**src/verilog/clk_pkg.sv**
```systemverilog
package clk_pkg;

  // CPU speed selection
  typedef enum logic [1:0] {
    SPEED_3M5 = 2'd0,  // 28 MHz / 8
    SPEED_7M  = 2'd1,  // 28 MHz / 4
    SPEED_14M = 2'd2   // 28 MHz / 2
  } speed_t;

  // Master divider
  localparam int DIV_W = 3;

  // Divider value where speed changes are applied
  localparam logic [DIV_W-1:0] DIV_WRAP = '1;

  // Terminal count masks, one per speed
  // Enable fires when the masked divider bits are all ones
  localparam logic [DIV_W-1:0] MASK_14M = 3'b001;
  localparam logic [DIV_W-1:0] MASK_7M  = 3'b011;
  localparam logic [DIV_W-1:0] MASK_3M5 = 3'b111;

  // PLL option width
  localparam int PLL_OPT_W = 3;

  // Edges from option update to reconfiguration step
  localparam int RECONF_DELAY = 7;

  // Request FIFO geometry
  localparam int FIFO_DEPTH = 4;
  localparam int FIFO_AW    = 2;

endpackage

```
**src/verilog/speed_request.sv**
```systemverilog
`timescale 1ns/10ps

module speed_request
  import clk_pkg::*;
(
  input  logic       CLK_OUT1,
  input  logic       rst_n,
  input  logic [1:0] turbo_enable,
  output logic       in_req,
  output speed_t     in_speed,
  input  logic       in_ack
);

  // Sender side of the four-phase link
  typedef enum logic [1:0] {
    IDLE,
    REQ,
    WAIT_ACK_LOW
  } state_t;

  state_t state;
  speed_t decoded;
  speed_t dec_q;
  speed_t last_sent;

  // Bit 1 wins over bit 0
  always_comb begin
    if (turbo_enable[1]) begin
      decoded = SPEED_14M;
    end else if (turbo_enable[0]) begin
      decoded = SPEED_7M;
    end else begin
      decoded = SPEED_3M5;
    end
  end

  always_ff @(posedge CLK_OUT1) begin
    if (!rst_n) begin
      state     <= IDLE;
      in_req    <= 1'b0;
      dec_q     <= SPEED_3M5;
      last_sent <= SPEED_3M5;
    end else begin
      // One edge of decode latency
      dec_q <= decoded;
      case (state)
        IDLE: begin
          // Send only a real change, latest value wins
          if (dec_q != last_sent) begin
            in_req    <= 1'b1;
            last_sent <= dec_q;
            state     <= REQ;
          end
        end
        REQ: begin
          // Held here while the FIFO is full
          if (in_ack) begin
            in_req <= 1'b0;
            state  <= WAIT_ACK_LOW;
          end
        end
        WAIT_ACK_LOW: begin
          if (!in_ack) begin
            state <= IDLE;
          end
        end
        default: state <= IDLE;
      endcase
    end
  end

  // Payload follows the request launch
  always_ff @(posedge CLK_OUT1) begin
    if (state == IDLE && dec_q != last_sent) begin
      in_speed <= dec_q;
    end
  end

  // Data must hold for the whole request phase
  a_speed_stable : assert property (@(posedge CLK_OUT1) disable iff (!rst_n)
    in_req && $past(in_req) |-> in_speed == $past(in_speed))
    else $error("speed_request: in_speed changed during request");

endmodule

```
**src/verilog/speed_fifo.sv**
```systemverilog
`timescale 1ns/10ps

module speed_fifo
  import clk_pkg::*;
(
  input  logic   CLK_OUT1,
  input  logic   rst_n,
  input  logic   in_req,
  input  speed_t in_speed,
  output logic   in_ack,
  output logic   out_req,
  output speed_t out_speed,
  input  logic   out_ack
);

  typedef enum logic {
    RX_IDLE,
    RX_ACK
  } rx_state_t;

  typedef enum logic [1:0] {
    TX_IDLE,
    TX_REQ,
    TX_WAIT
  } tx_state_t;

  rx_state_t          rx_state;
  tx_state_t          tx_state;
  speed_t             mem [FIFO_DEPTH];
  logic [FIFO_AW-1:0] wr_ptr;
  logic [FIFO_AW-1:0] rd_ptr;
  logic [FIFO_AW:0]   count;
  logic               full;
  logic               empty;
  logic               wr_en;
  logic               rd_en;

  assign full  = (count == (FIFO_AW + 1)'(FIFO_DEPTH));
  assign empty = (count == '0);

  // Ack withheld while full, producer keeps req up
  assign wr_en = (rx_state == RX_IDLE) && in_req && !full;
  // Entry leaves on the consumer ack
  assign rd_en = (tx_state == TX_REQ) && out_ack;

  // Receiver side
  always_ff @(posedge CLK_OUT1) begin
    if (!rst_n) begin
      rx_state <= RX_IDLE;
      in_ack   <= 1'b0;
      wr_ptr   <= '0;
    end else begin
      case (rx_state)
        RX_IDLE: begin
          if (wr_en) begin
            in_ack   <= 1'b1;
            wr_ptr   <= wr_ptr + 1'b1;
            rx_state <= RX_ACK;
          end
        end
        RX_ACK: begin
          // Close once the sender lets go
          if (!in_req) begin
            in_ack   <= 1'b0;
            rx_state <= RX_IDLE;
          end
        end
        default: rx_state <= RX_IDLE;
      endcase
    end
  end

  // Storage
  always_ff @(posedge CLK_OUT1) begin
    if (wr_en) begin
      mem[wr_ptr] <= in_speed;
    end
  end

  // Sender side
  always_ff @(posedge CLK_OUT1) begin
    if (!rst_n) begin
      tx_state <= TX_IDLE;
      out_req  <= 1'b0;
      rd_ptr   <= '0;
    end else begin
      case (tx_state)
        TX_IDLE: begin
          // Oldest entry goes out once the last handshake closed
          if (!empty) begin
            out_req  <= 1'b1;
            tx_state <= TX_REQ;
          end
        end
        TX_REQ: begin
          if (out_ack) begin
            out_req  <= 1'b0;
            rd_ptr   <= rd_ptr + 1'b1;
            tx_state <= TX_WAIT;
          end
        end
        TX_WAIT: begin
          if (!out_ack) begin
            tx_state <= TX_IDLE;
          end
        end
        default: tx_state <= TX_IDLE;
      endcase
    end
  end

  // Output payload latched at launch
  always_ff @(posedge CLK_OUT1) begin
    if (tx_state == TX_IDLE && !empty) begin
      out_speed <= mem[rd_ptr];
    end
  end

  // Occupancy
  always_ff @(posedge CLK_OUT1) begin
    if (!rst_n) begin
      count <= '0;
    end else if (wr_en && !rd_en) begin
      count <= count + 1'b1;
    end else if (rd_en && !wr_en) begin
      count <= count - 1'b1;
    end
  end

  a_no_write_full : assert property (@(posedge CLK_OUT1) disable iff (!rst_n)
    full && !rd_en |=> $stable(wr_ptr))
    else $error("speed_fifo: write while full");

  a_no_read_empty : assert property (@(posedge CLK_OUT1) disable iff (!rst_n)
    empty |=> $stable(rd_ptr))
    else $error("speed_fifo: read while empty");

endmodule

```
**src/verilog/cpu_clken_gen.sv**
```systemverilog
`timescale 1ns/10ps

module cpu_clken_gen
  import clk_pkg::*;
(
  input  logic   CLK_OUT1,
  input  logic   rst_n,
  input  logic   cpu_contention,
  input  logic   out_req,
  input  speed_t out_speed,
  output logic   out_ack,
  output logic   cpu_clken,
  output speed_t cpu_speed
);

  logic [DIV_W-1:0] div;
  logic [DIV_W-1:0] tc_mask;
  logic             div_wrap;
  logic             term_cnt;

  // Free-running master divider
  always_ff @(posedge CLK_OUT1) begin
    if (!rst_n) begin
      div <= '0;
    end else begin
      div <= div + 1'b1;
    end
  end

  assign div_wrap = (div == DIV_WRAP);

  // Speed register, consumer side of the link
  // Changes land only on the wrap, where every mask is satisfied,
  // so the old rate finishes its period cleanly
  always_ff @(posedge CLK_OUT1) begin
    if (!rst_n) begin
      cpu_speed <= SPEED_3M5;
      out_ack   <= 1'b0;
    end else begin
      if (div_wrap && out_req && !out_ack) begin
        cpu_speed <= out_speed;
        out_ack   <= 1'b1;
      end else if (out_ack && !out_req) begin
        // Phase four of the handshake
        out_ack <= 1'b0;
      end
    end
  end

  // Divider bits that matter for the current rate
  always_comb begin
    case (cpu_speed)
      SPEED_14M: tc_mask = MASK_14M;
      SPEED_7M:  tc_mask = MASK_7M;
      SPEED_3M5: tc_mask = MASK_3M5;
      default:   tc_mask = MASK_3M5;
    endcase
  end

  assign term_cnt = ((div & tc_mask) == tc_mask);

  // Registered enable
  // Contention swallows the pulse, like the held-high CPU clock
  always_ff @(posedge CLK_OUT1) begin
    if (!rst_n) begin
      cpu_clken <= 1'b0;
    end else begin
      cpu_clken <= term_cnt && !cpu_contention;
    end
  end

  a_contention_gate : assert property (@(posedge CLK_OUT1) disable iff (!rst_n)
    cpu_contention |=> !cpu_clken)
    else $error("cpu_clken_gen: enable during contention");

  a_speed_at_wrap : assert property (@(posedge CLK_OUT1) disable iff (!rst_n)
    !$stable(cpu_speed) |-> $past(div_wrap))
    else $error("cpu_clken_gen: speed changed away from divider wrap");

endmodule

```
**src/verilog/pll_reconf_seq.sv**
```systemverilog
`timescale 1ns/10ps

module pll_reconf_seq
  import clk_pkg::*;
(
  input  logic                 CLK_OUT1,
  input  logic                 rst_n,
  input  logic [PLL_OPT_W-1:0] pll_option,
  output logic                 reconf_step,
  output logic [PLL_OPT_W-1:0] reconf_state
);

  // One-hot delay chain, top bit is the step
  logic [RECONF_DELAY:0] chain;
  // Boot step pending after reset
  logic                  boot_q;
  logic                  restart;

  // New option, or the forced step after boot
  assign restart = (pll_option != reconf_state) || boot_q;

  always_ff @(posedge CLK_OUT1) begin
    if (!rst_n) begin
      reconf_state <= '0;
      chain        <= '0;
      boot_q       <= 1'b1;
    end else begin
      boot_q <= 1'b0;
      if (restart) begin
        // Store option and start counting again
        reconf_state <= pll_option;
        chain        <= {{RECONF_DELAY{1'b0}}, 1'b1};
      end else begin
        chain <= {chain[RECONF_DELAY-1:0], 1'b0};
      end
    end
  end

  // Registered bit, one cycle wide
  assign reconf_step = chain[RECONF_DELAY];

  a_step_single : assert property (@(posedge CLK_OUT1) disable iff (!rst_n)
    reconf_step |=> !reconf_step)
    else $error("pll_reconf_seq: step held for two cycles");

endmodule

```
**src/verilog/clock_generator.sv**
```systemverilog
`timescale 1ns/10ps

module clock_generator
  import clk_pkg::*;
(
  input  logic                 CLK_OUT1,
  input  logic                 rst_n,
  input  logic [1:0]           turbo_enable,
  input  logic                 cpu_contention,
  input  logic [PLL_OPT_W-1:0] pll_option,
  output logic                 cpu_clken,
  output speed_t               cpu_speed,
  output logic                 reconf_step,
  output logic [PLL_OPT_W-1:0] reconf_state
);

  // Producer to FIFO link
  logic   in_req;
  speed_t in_speed;
  logic   in_ack;

  // FIFO to enable generator link
  logic   out_req;
  speed_t out_speed;
  logic   out_ack;

  // Turbo decode and request issue
  speed_request speed_request_i (
    .CLK_OUT1     (CLK_OUT1),
    .rst_n        (rst_n),
    .turbo_enable (turbo_enable),
    .in_req       (in_req),
    .in_speed     (in_speed),
    .in_ack       (in_ack)
  );

  // Request buffer
  speed_fifo speed_fifo_i (
    .CLK_OUT1  (CLK_OUT1),
    .rst_n     (rst_n),
    .in_req    (in_req),
    .in_speed  (in_speed),
    .in_ack    (in_ack),
    .out_req   (out_req),
    .out_speed (out_speed),
    .out_ack   (out_ack)
  );

  // Divider and CPU enable
  cpu_clken_gen cpu_clken_gen_i (
    .CLK_OUT1       (CLK_OUT1),
    .rst_n          (rst_n),
    .cpu_contention (cpu_contention),
    .out_req        (out_req),
    .out_speed      (out_speed),
    .out_ack        (out_ack),
    .cpu_clken      (cpu_clken),
    .cpu_speed      (cpu_speed)
  );

  // PLL reconfiguration sequencing
  pll_reconf_seq pll_reconf_seq_i (
    .CLK_OUT1     (CLK_OUT1),
    .rst_n        (rst_n),
    .pll_option   (pll_option),
    .reconf_step  (reconf_step),
    .reconf_state (reconf_state)
  );

endmodule

```
**config.mk**
```make
export PLATFORM = sky130hd
export DESIGN_NAME = clock_generator
export DESIGN_NICKNAME = d
export VERILOG_FILES = /design/src/verilog/clk_pkg.sv /design/src/verilog/speed_request.sv /design/src/verilog/speed_fifo.sv /design/src/verilog/cpu_clken_gen.sv /design/src/verilog/pll_reconf_seq.sv /design/src/verilog/clock_generator.sv
export SDC_FILE = /design/constraint.sdc
export NUM_CORES = 1
export LEC_CHECK = 0
export ABC_CLOCK_PERIOD_IN_PS = 3500
export BUFFER_PORTS_ARGS = -buffer_cell sky130_fd_sc_hd__buf_4
export CAP_MARGIN = 20
export CORE_MARGIN = 4
export CORE_UTILIZATION = 45
export CTS_BUF_LIST = sky130_fd_sc_hd__clkbuf_8
export DETAILED_ROUTE_END_ITERATION = 10
export PLACE_DENSITY = 0.75
export SLEW_MARGIN = 20
export SYNTH_ARGS = -nofsm -noshare
export SYNTH_HDL_FRONTEND = slang
export SYNTH_HIERARCHICAL = 1
export SYNTH_SLANG_ARGS = --single-unit
```
**constraint.sdc**
```tcl
create_clock -name CLK_OUT1 -period 3.5 [get_ports CLK_OUT1]
set_input_delay 0.35 -clock CLK_OUT1 [delete_from_list [all_inputs] [get_ports CLK_OUT1]]
set_output_delay 0.35 -clock CLK_OUT1 [all_outputs]
set_load 0.01 [all_outputs]
```
==> impl_metrics.tcl, run 1 <==
set metrics [dict create \
    r2r_start "speed_fifo_i/count[0]" \
    wl_met1_um 1240 \
    grt_max_degree 42 \
    grtUsageTotal_pct 12.37 \
    initial_core_util_pct 47.64 \
    layout_commonest_cell "dfxtp_1" \
    grt_pass1_vias 1197 \
    powerDensity_nw_per_um2 565.0 \
    ys_warn_count 6 \
    cap_viol_max_count 0 \
    hold_buffers 0 \
    ioPinCount 15 \
    die_y_um 73.78 \
    wl_per_cell_um 13.29 \
    whs_ns 0.2027 \
    cts_buffer_depth 2 \
    power_uw 1251 \
    required_ns 3.71 \
    top_layer_used "met4" \
    rsz0062_at_grt "false" \
    peakVddDrop_uv 350.8 \
    fin_crit_ns 2.334 \
    h-tree-depth 2 \
    antenna_found_initial 0 \
    postCtsSetupBuffers 0 \
    final_max_slew_viol_count 0 \
    tns_ns 0 \
    status "finished, final reports clean" \
    fin_crit_sh_pct 66.69 \
    dp_hpwl_um 2183 \
    antenna_cells 0 \
    hold_path_class "input pin to register" \
    final_antenna_net_count 0 \
    syn_area_per_cell_um2 12.32 \
    clock_skew_ns 0.006939 \
    drtPass1Iterations 6 \
    grt_pass1_wl_um 5168 \
    syn-cell-area_um2 1947 \
    critPathLaunchType "register" \
    clk_pin_slew_ns 0.09 \
    startpoint "speed_fifo_i/count[0]" \
    n_fill_cell 366 \
    io_buffers 14 \
    critical_path_class "register to register" \
    layout-drive-gt1-share_pct 19.21 \
    cp.arrival_ns 2.55 \
    whs_path_depth 2 \
    ys_seq_elements 50 \
    end_kind "register" \
    syn_nets 175 \
    rows 23 \
    die_area_um2 5443 \
    cts.sinks 50 \
    syn2layout_area_growth_pct 13.75 \
    first_iter_violations 60 \
    coreArea_um2 4086 \
    p_leak_uw 0.0009233 \
    cts_tree "yes" \
    multi_input_area_um2 783.3 \
    seq_area_frac_synth_pct 57.58 \
    slew-limit-headroom_pct 62.66 \
    cts_resized 0 \
    async_reset_ff_share_pct 0 \
    cp_max_fo 8 \
    finalHoldViolations 0 \
    totalWireLength_um 3016 \
    wl_met2_um 1635 \
    synth-edff-count 12 \
    overflow 0 \
    max_freq_mhz 428.5 \
    final_cell_mix "dfxtp_1, buf_4, nand2_1, edfxtp_1, and2_1" \
    tightest_slew_ns 0.5558 \
    via_count 1145 \
    viasPerCell 5.044 \
    synth-main-ff-cell "dfxtp_1" \
    nets 193 \
    die_x_um 73.78 \
    min_from "turbo_enable[1]" \
    setup_viol 0 \
    cts_root_buffer "clkbuf_8" \
    worstRegToRegCells 8 \
    synthCells 158 \
    drc_errors 0 \
    synthDistinctLibCells 35 \
    area.sequential_um2 1121 \
    dr_wl_met3_um 106 \
    place.gp.congestion 0.7745 \
    cts_made_buffers 5 \
    clock_latency_ns 0.30 \
]
==> sequential cells by signal, summed over array words and instances (netlist names) <==
register,count
speed_request_i/dec_q,2
speed_fifo_i/wr_ptr,2
pll_reconf_seq_i/reconf_state,3
speed_fifo_i/rd_ptr,2
cpu_clken_gen_i/cpu_speed,2
speed_request_i/state,2
speed_fifo_i/out_speed,2
speed_fifo_i/mem,8
speed_fifo_i/in_ack,1
cpu_clken_gen_i/out_ack,1
speed_fifo_i/out_req,1
pll_reconf_seq_i/boot_q,1
cpu_clken_gen_i/cpu_clken,1
speed_request_i/last_sent,2
speed_request_i/in_speed,2
cpu_clken_gen_i/div,3
speed_fifo_i/tx_state,2
pll_reconf_seq_i/chain,8
speed_fifo_i/count,3
speed_fifo_i/rx_state,1
speed_request_i/in_req,1
==> power breakdown <==
group / switching, uW / internal (uW) / leakage [uW]
logic: 80.6 / 78.9 / 0.000443
registers: 41.4 / 647 / 0.000422
clock network: 189 / 214 / 0.0000585
total: 311 / 940 / 0.000923
==> worst max-delay path, cell delays in order, from the launching register on <==
cell and delay, ns:
dfxtp_1 0.45, nor3b_2 0.11, nor3b_4 0.34, ha_1 0.25
inv_1 0.06, fa_1 0.37, xor2_1 0.17, or3_1 0.31
a21boi_0 0.20
==> Yosys cell counts (3+ instances only) <==
library cell / number / share of area [%]
a21boi_0: 3 / 1.2
and2_1: 10 / 3.2
and2_2: 4 / 1.5
and3_1: 9 / 2.9
dfxtp_1: 38 / 39
edfxtp_1: 12 / 19
ha_1: 8 / 5.1
inv_1: 8 / 1.5
mux2i_1: 5 / 2.6
nand2_1: 12 / 2.3
nor2_1: 3 / 0.58
nor2b_1: 3 / 0.96
nor3_1: 3 / 0.77
o21a_1: 4 / 1.5
o21ai_0: 3 / 0.77
xnor2_1: 5 / 2.2
xor2_1: 6 / 2.7
==> layer usage <==
metal | track usage, % | up-vias
li1 | - | 575
met1 | 13.57 | 551
met2 | 22.24 | 15
met3 | 3.694 | 4
met4 | 4.628 | 0
met5 | 0 | -
==> kinds of logic (layout without fill, tap and decap cells) <==
kind of cell    count (synthesis)  count (layout)  share of synthesized area, %
simple gates                   55              55                         18.12
xor+xnor                       11              11                         4.948
fa+ha+maj                       9               9                         6.170
flops                          50              50                         57.58
mux                             7               7                         4.884
compound gates                 15              15                         6.105
buf+inv                        11              30                         2.185
==> path summary, 6_finish.rpt <==
check	endpoint	slack (ns)
worst max-delay path	speed_fifo_i/count[2]	1.17
worst min-delay path	speed_request_i/dec_q[0]	0.20
worst max register to register	speed_fifo_i/count[2]	1.17
worst min register to register	pll_reconf_seq_i/chain[2]	0.47
==> area by class of cell <==
class | count | area share, %
sequential | 50 | 50.62
multi-input combinational | 97 | 35.37
clock inverter | 3 | 1.977
inverter | 8 | 1.356
clock buffer | 5 | 3.107
timing repair buffer | 14 | 4.746
tap | 50 | 2.825
==> per-stage QoR <==
| stage | area, um^2 | util (%) | setup WS, ns | cells |
|---|---|---|---|---|
| 5_1_grt | 2215 | 54.19 | 0.9642 | 227 |
| 3_5_place_dp | 2102 | 51.44 | 1.159 | 219 |
| 6_report | 2215 | 54.19 | 1.166 | 227 |
| 3_3_place_gp | 2102 | 51.44 | 1.360 | 219 |
| 4_1_cts | 2215 | 54.19 | 1.141 | 227 |
| 2_1_floorplan | 1947 | - | 1.425 | 158 |
Note: power is estimated with default switching activity, not from simulation.
==> run 2: changes to the inputs <==
ABC_CLOCK_PERIOD_IN_PS = 2200   (was 3500)
clock period = 2.2 ns   (was 3.5 ns; I/O delays follow)
==> run 2 against run 1 <==
Against the previous run: sequential power grew 58%; worst hold slack lost 0.12 ns; first-iteration DRC count grew 5.0%; critical path depth is the same; combinational power grew 59%.
==> impl_metrics.tcl, run 2 (synthesis gave the netlist of run 1 again) <==
set metrics [dict create \
    fin_crit_sh_pct 91.11 \
    drc_errors 0 \
    nets 194 \
    drtPass1Iterations 2 \
    overflow 0 \
    crit_buf_inv 1 \
    rows 23 \
    r2r_slack_ns 0.20 \
    wl_per_cell_um 12.37 \
    peakVddDrop_uv 518.1 \
    clock_latency_ns 0.29 \
    max_freq_mhz 498.9 \
    via_count 1125 \
    initial_core_util_pct 47.64 \
    final_cell_mix "dfxtp_1, buf_4, nand2_1, edfxtp_1, and2_1" \
    grt_max_degree 42 \
    setup_viol 0 \
    wl_met1_um 1151 \
    antenna_cells 0 \
    dp_hpwl_um 2108 \
    powerDensity_nw_per_um2 883.2 \
    layout_commonest_cell "dfxtp_1" \
    crit_slowest_cell "fa_1" \
    layout-drive-gt1-share_pct 20.79 \
    critPathTopFamily "simple AND/OR/NAND/NOR gates" \
    die_area_um2 5443 \
    finalHoldViolations 0 \
    cts_tree "yes" \
    final_max_slew_viol_count 0 \
    clock_skew_ns 0.009322 \
    required_ns 2.42 \
    place.gp.congestion 0.6819 \
    wl_met2_um 1531 \
    p_leak_uw 0.0009301 \
    power_uw 1964 \
    clk_pin_slew_ns 0.09 \
    whs_ns 0.07909 \
    cts_buffer_depth 2 \
    final_antenna_net_count 0 \
    top_layer_used "met4" \
    viasPerCell 4.934 \
    first_iter_violations 63 \
    cts_root_buffer "clkbuf_8" \
    cts_resized 0 \
    end_kind "register" \
    antenna_found_initial 0 \
    cp_max_fo 4 \
    die_x_um 73.78 \
    hold_path_class "input pin to register" \
    status "finished, final reports clean" \
    cap_viol_max_count 0 \
    coreArea_um2 4086 \
    cts.sinks 50 \
    critical_path_class "register to register" \
    syn2layout_area_growth_pct 14.20 \
    hold_buffers 0 \
    grt_pass1_vias 1167 \
    totalWireLength_um 2821 \
    rsz0062_at_grt "false" \
    postCtsSetupBuffers 0 \
    n_fill_cell 363 \
    fin_crit_ns 2.004 \
    die_y_um 73.78 \
    slew-limit-headroom_pct 65.17 \
    tns_ns 0 \
    io_buffers 14 \
    tightest_slew_ns 0.5185 \
    h-tree-depth 2 \
    critPathLaunchType "register" \
    ioPinCount 15 \
    slowest_delay_ns 0.38 \
    reg_top3 "pll_reconf_seq_i/chain: 8 flops, speed_fifo_i/mem: 8 flops" \
    crit_chain "nor3b_2, nor3b_4, ha_2, inv_1, fa_1, xor2_1, or3_1, a21boi_1" \
    cp.arrival_ns 2.23 \
    grt_pass1_wl_um 5016 \
    grtUsageTotal_pct 12.13 \
    dr_wl_met3_um 114 \
    cts_made_buffers 5 \
]
-- run 2: worst paths after layout --
| check | startpoint | to | cells after the start |
|---|---|---|---|
| worst min-delay path | turbo_enable[1] | speed_request_i/dec_q[0] | 2 |
| worst max register to register | speed_fifo_i/count[2] | speed_fifo_i/count[2] | 8 |
| worst min register to register | cpu_clken_gen_i/div[0] | cpu_clken_gen_i/div[0] | 1 |
| worst max-delay path | speed_fifo_i/count[2] | speed_fifo_i/count[2] | 8 |
-- run 2: per-layer routing --
metal  vias up  track usage, %
li1        575               -
met1       531           13.08
met2        15           21.46
met3         4           4.104
met4         0           5.030
met5         -               0
-- run 2: final cells by class --
class / count / area [um^2] / area share, %
Tap cell: 50 / 62.56 / 2.814
Clock inverter: 3 / 40.04 / 1.801
Sequential cell: 50 / 1124 / 50.53
Multi-Input combinational cell: 97 / 785.8 / 35.34
Timing Repair Buffer: 15 / 112.6 / 5.065
Clock buffer: 5 / 68.82 / 3.095
Inverter: 8 / 30.03 / 1.351
-- run 2: power breakdown --
group | switching (uW) | internal (uW) | leakage, uW
clock network | 279 | 335 | 0.0000599
registers | 63.9 | 1030 | 0.000423
logic | 123 | 132 | 0.000447
-- run 2: through the flow --
stage	util (%)	cells	setup slack, ns	cell area (um^2)
2_1_floorplan	-	158	0.1252	1947
4_1_cts	54.29	228	0.09249	2218
3_5_place_dp	51.62	220	0.1067	2110
3_3_place_gp	51.62	220	0.2398	2110
5_1_grt	54.41	228	0.02577	2223
6_report	54.41	228	0.1955	2223
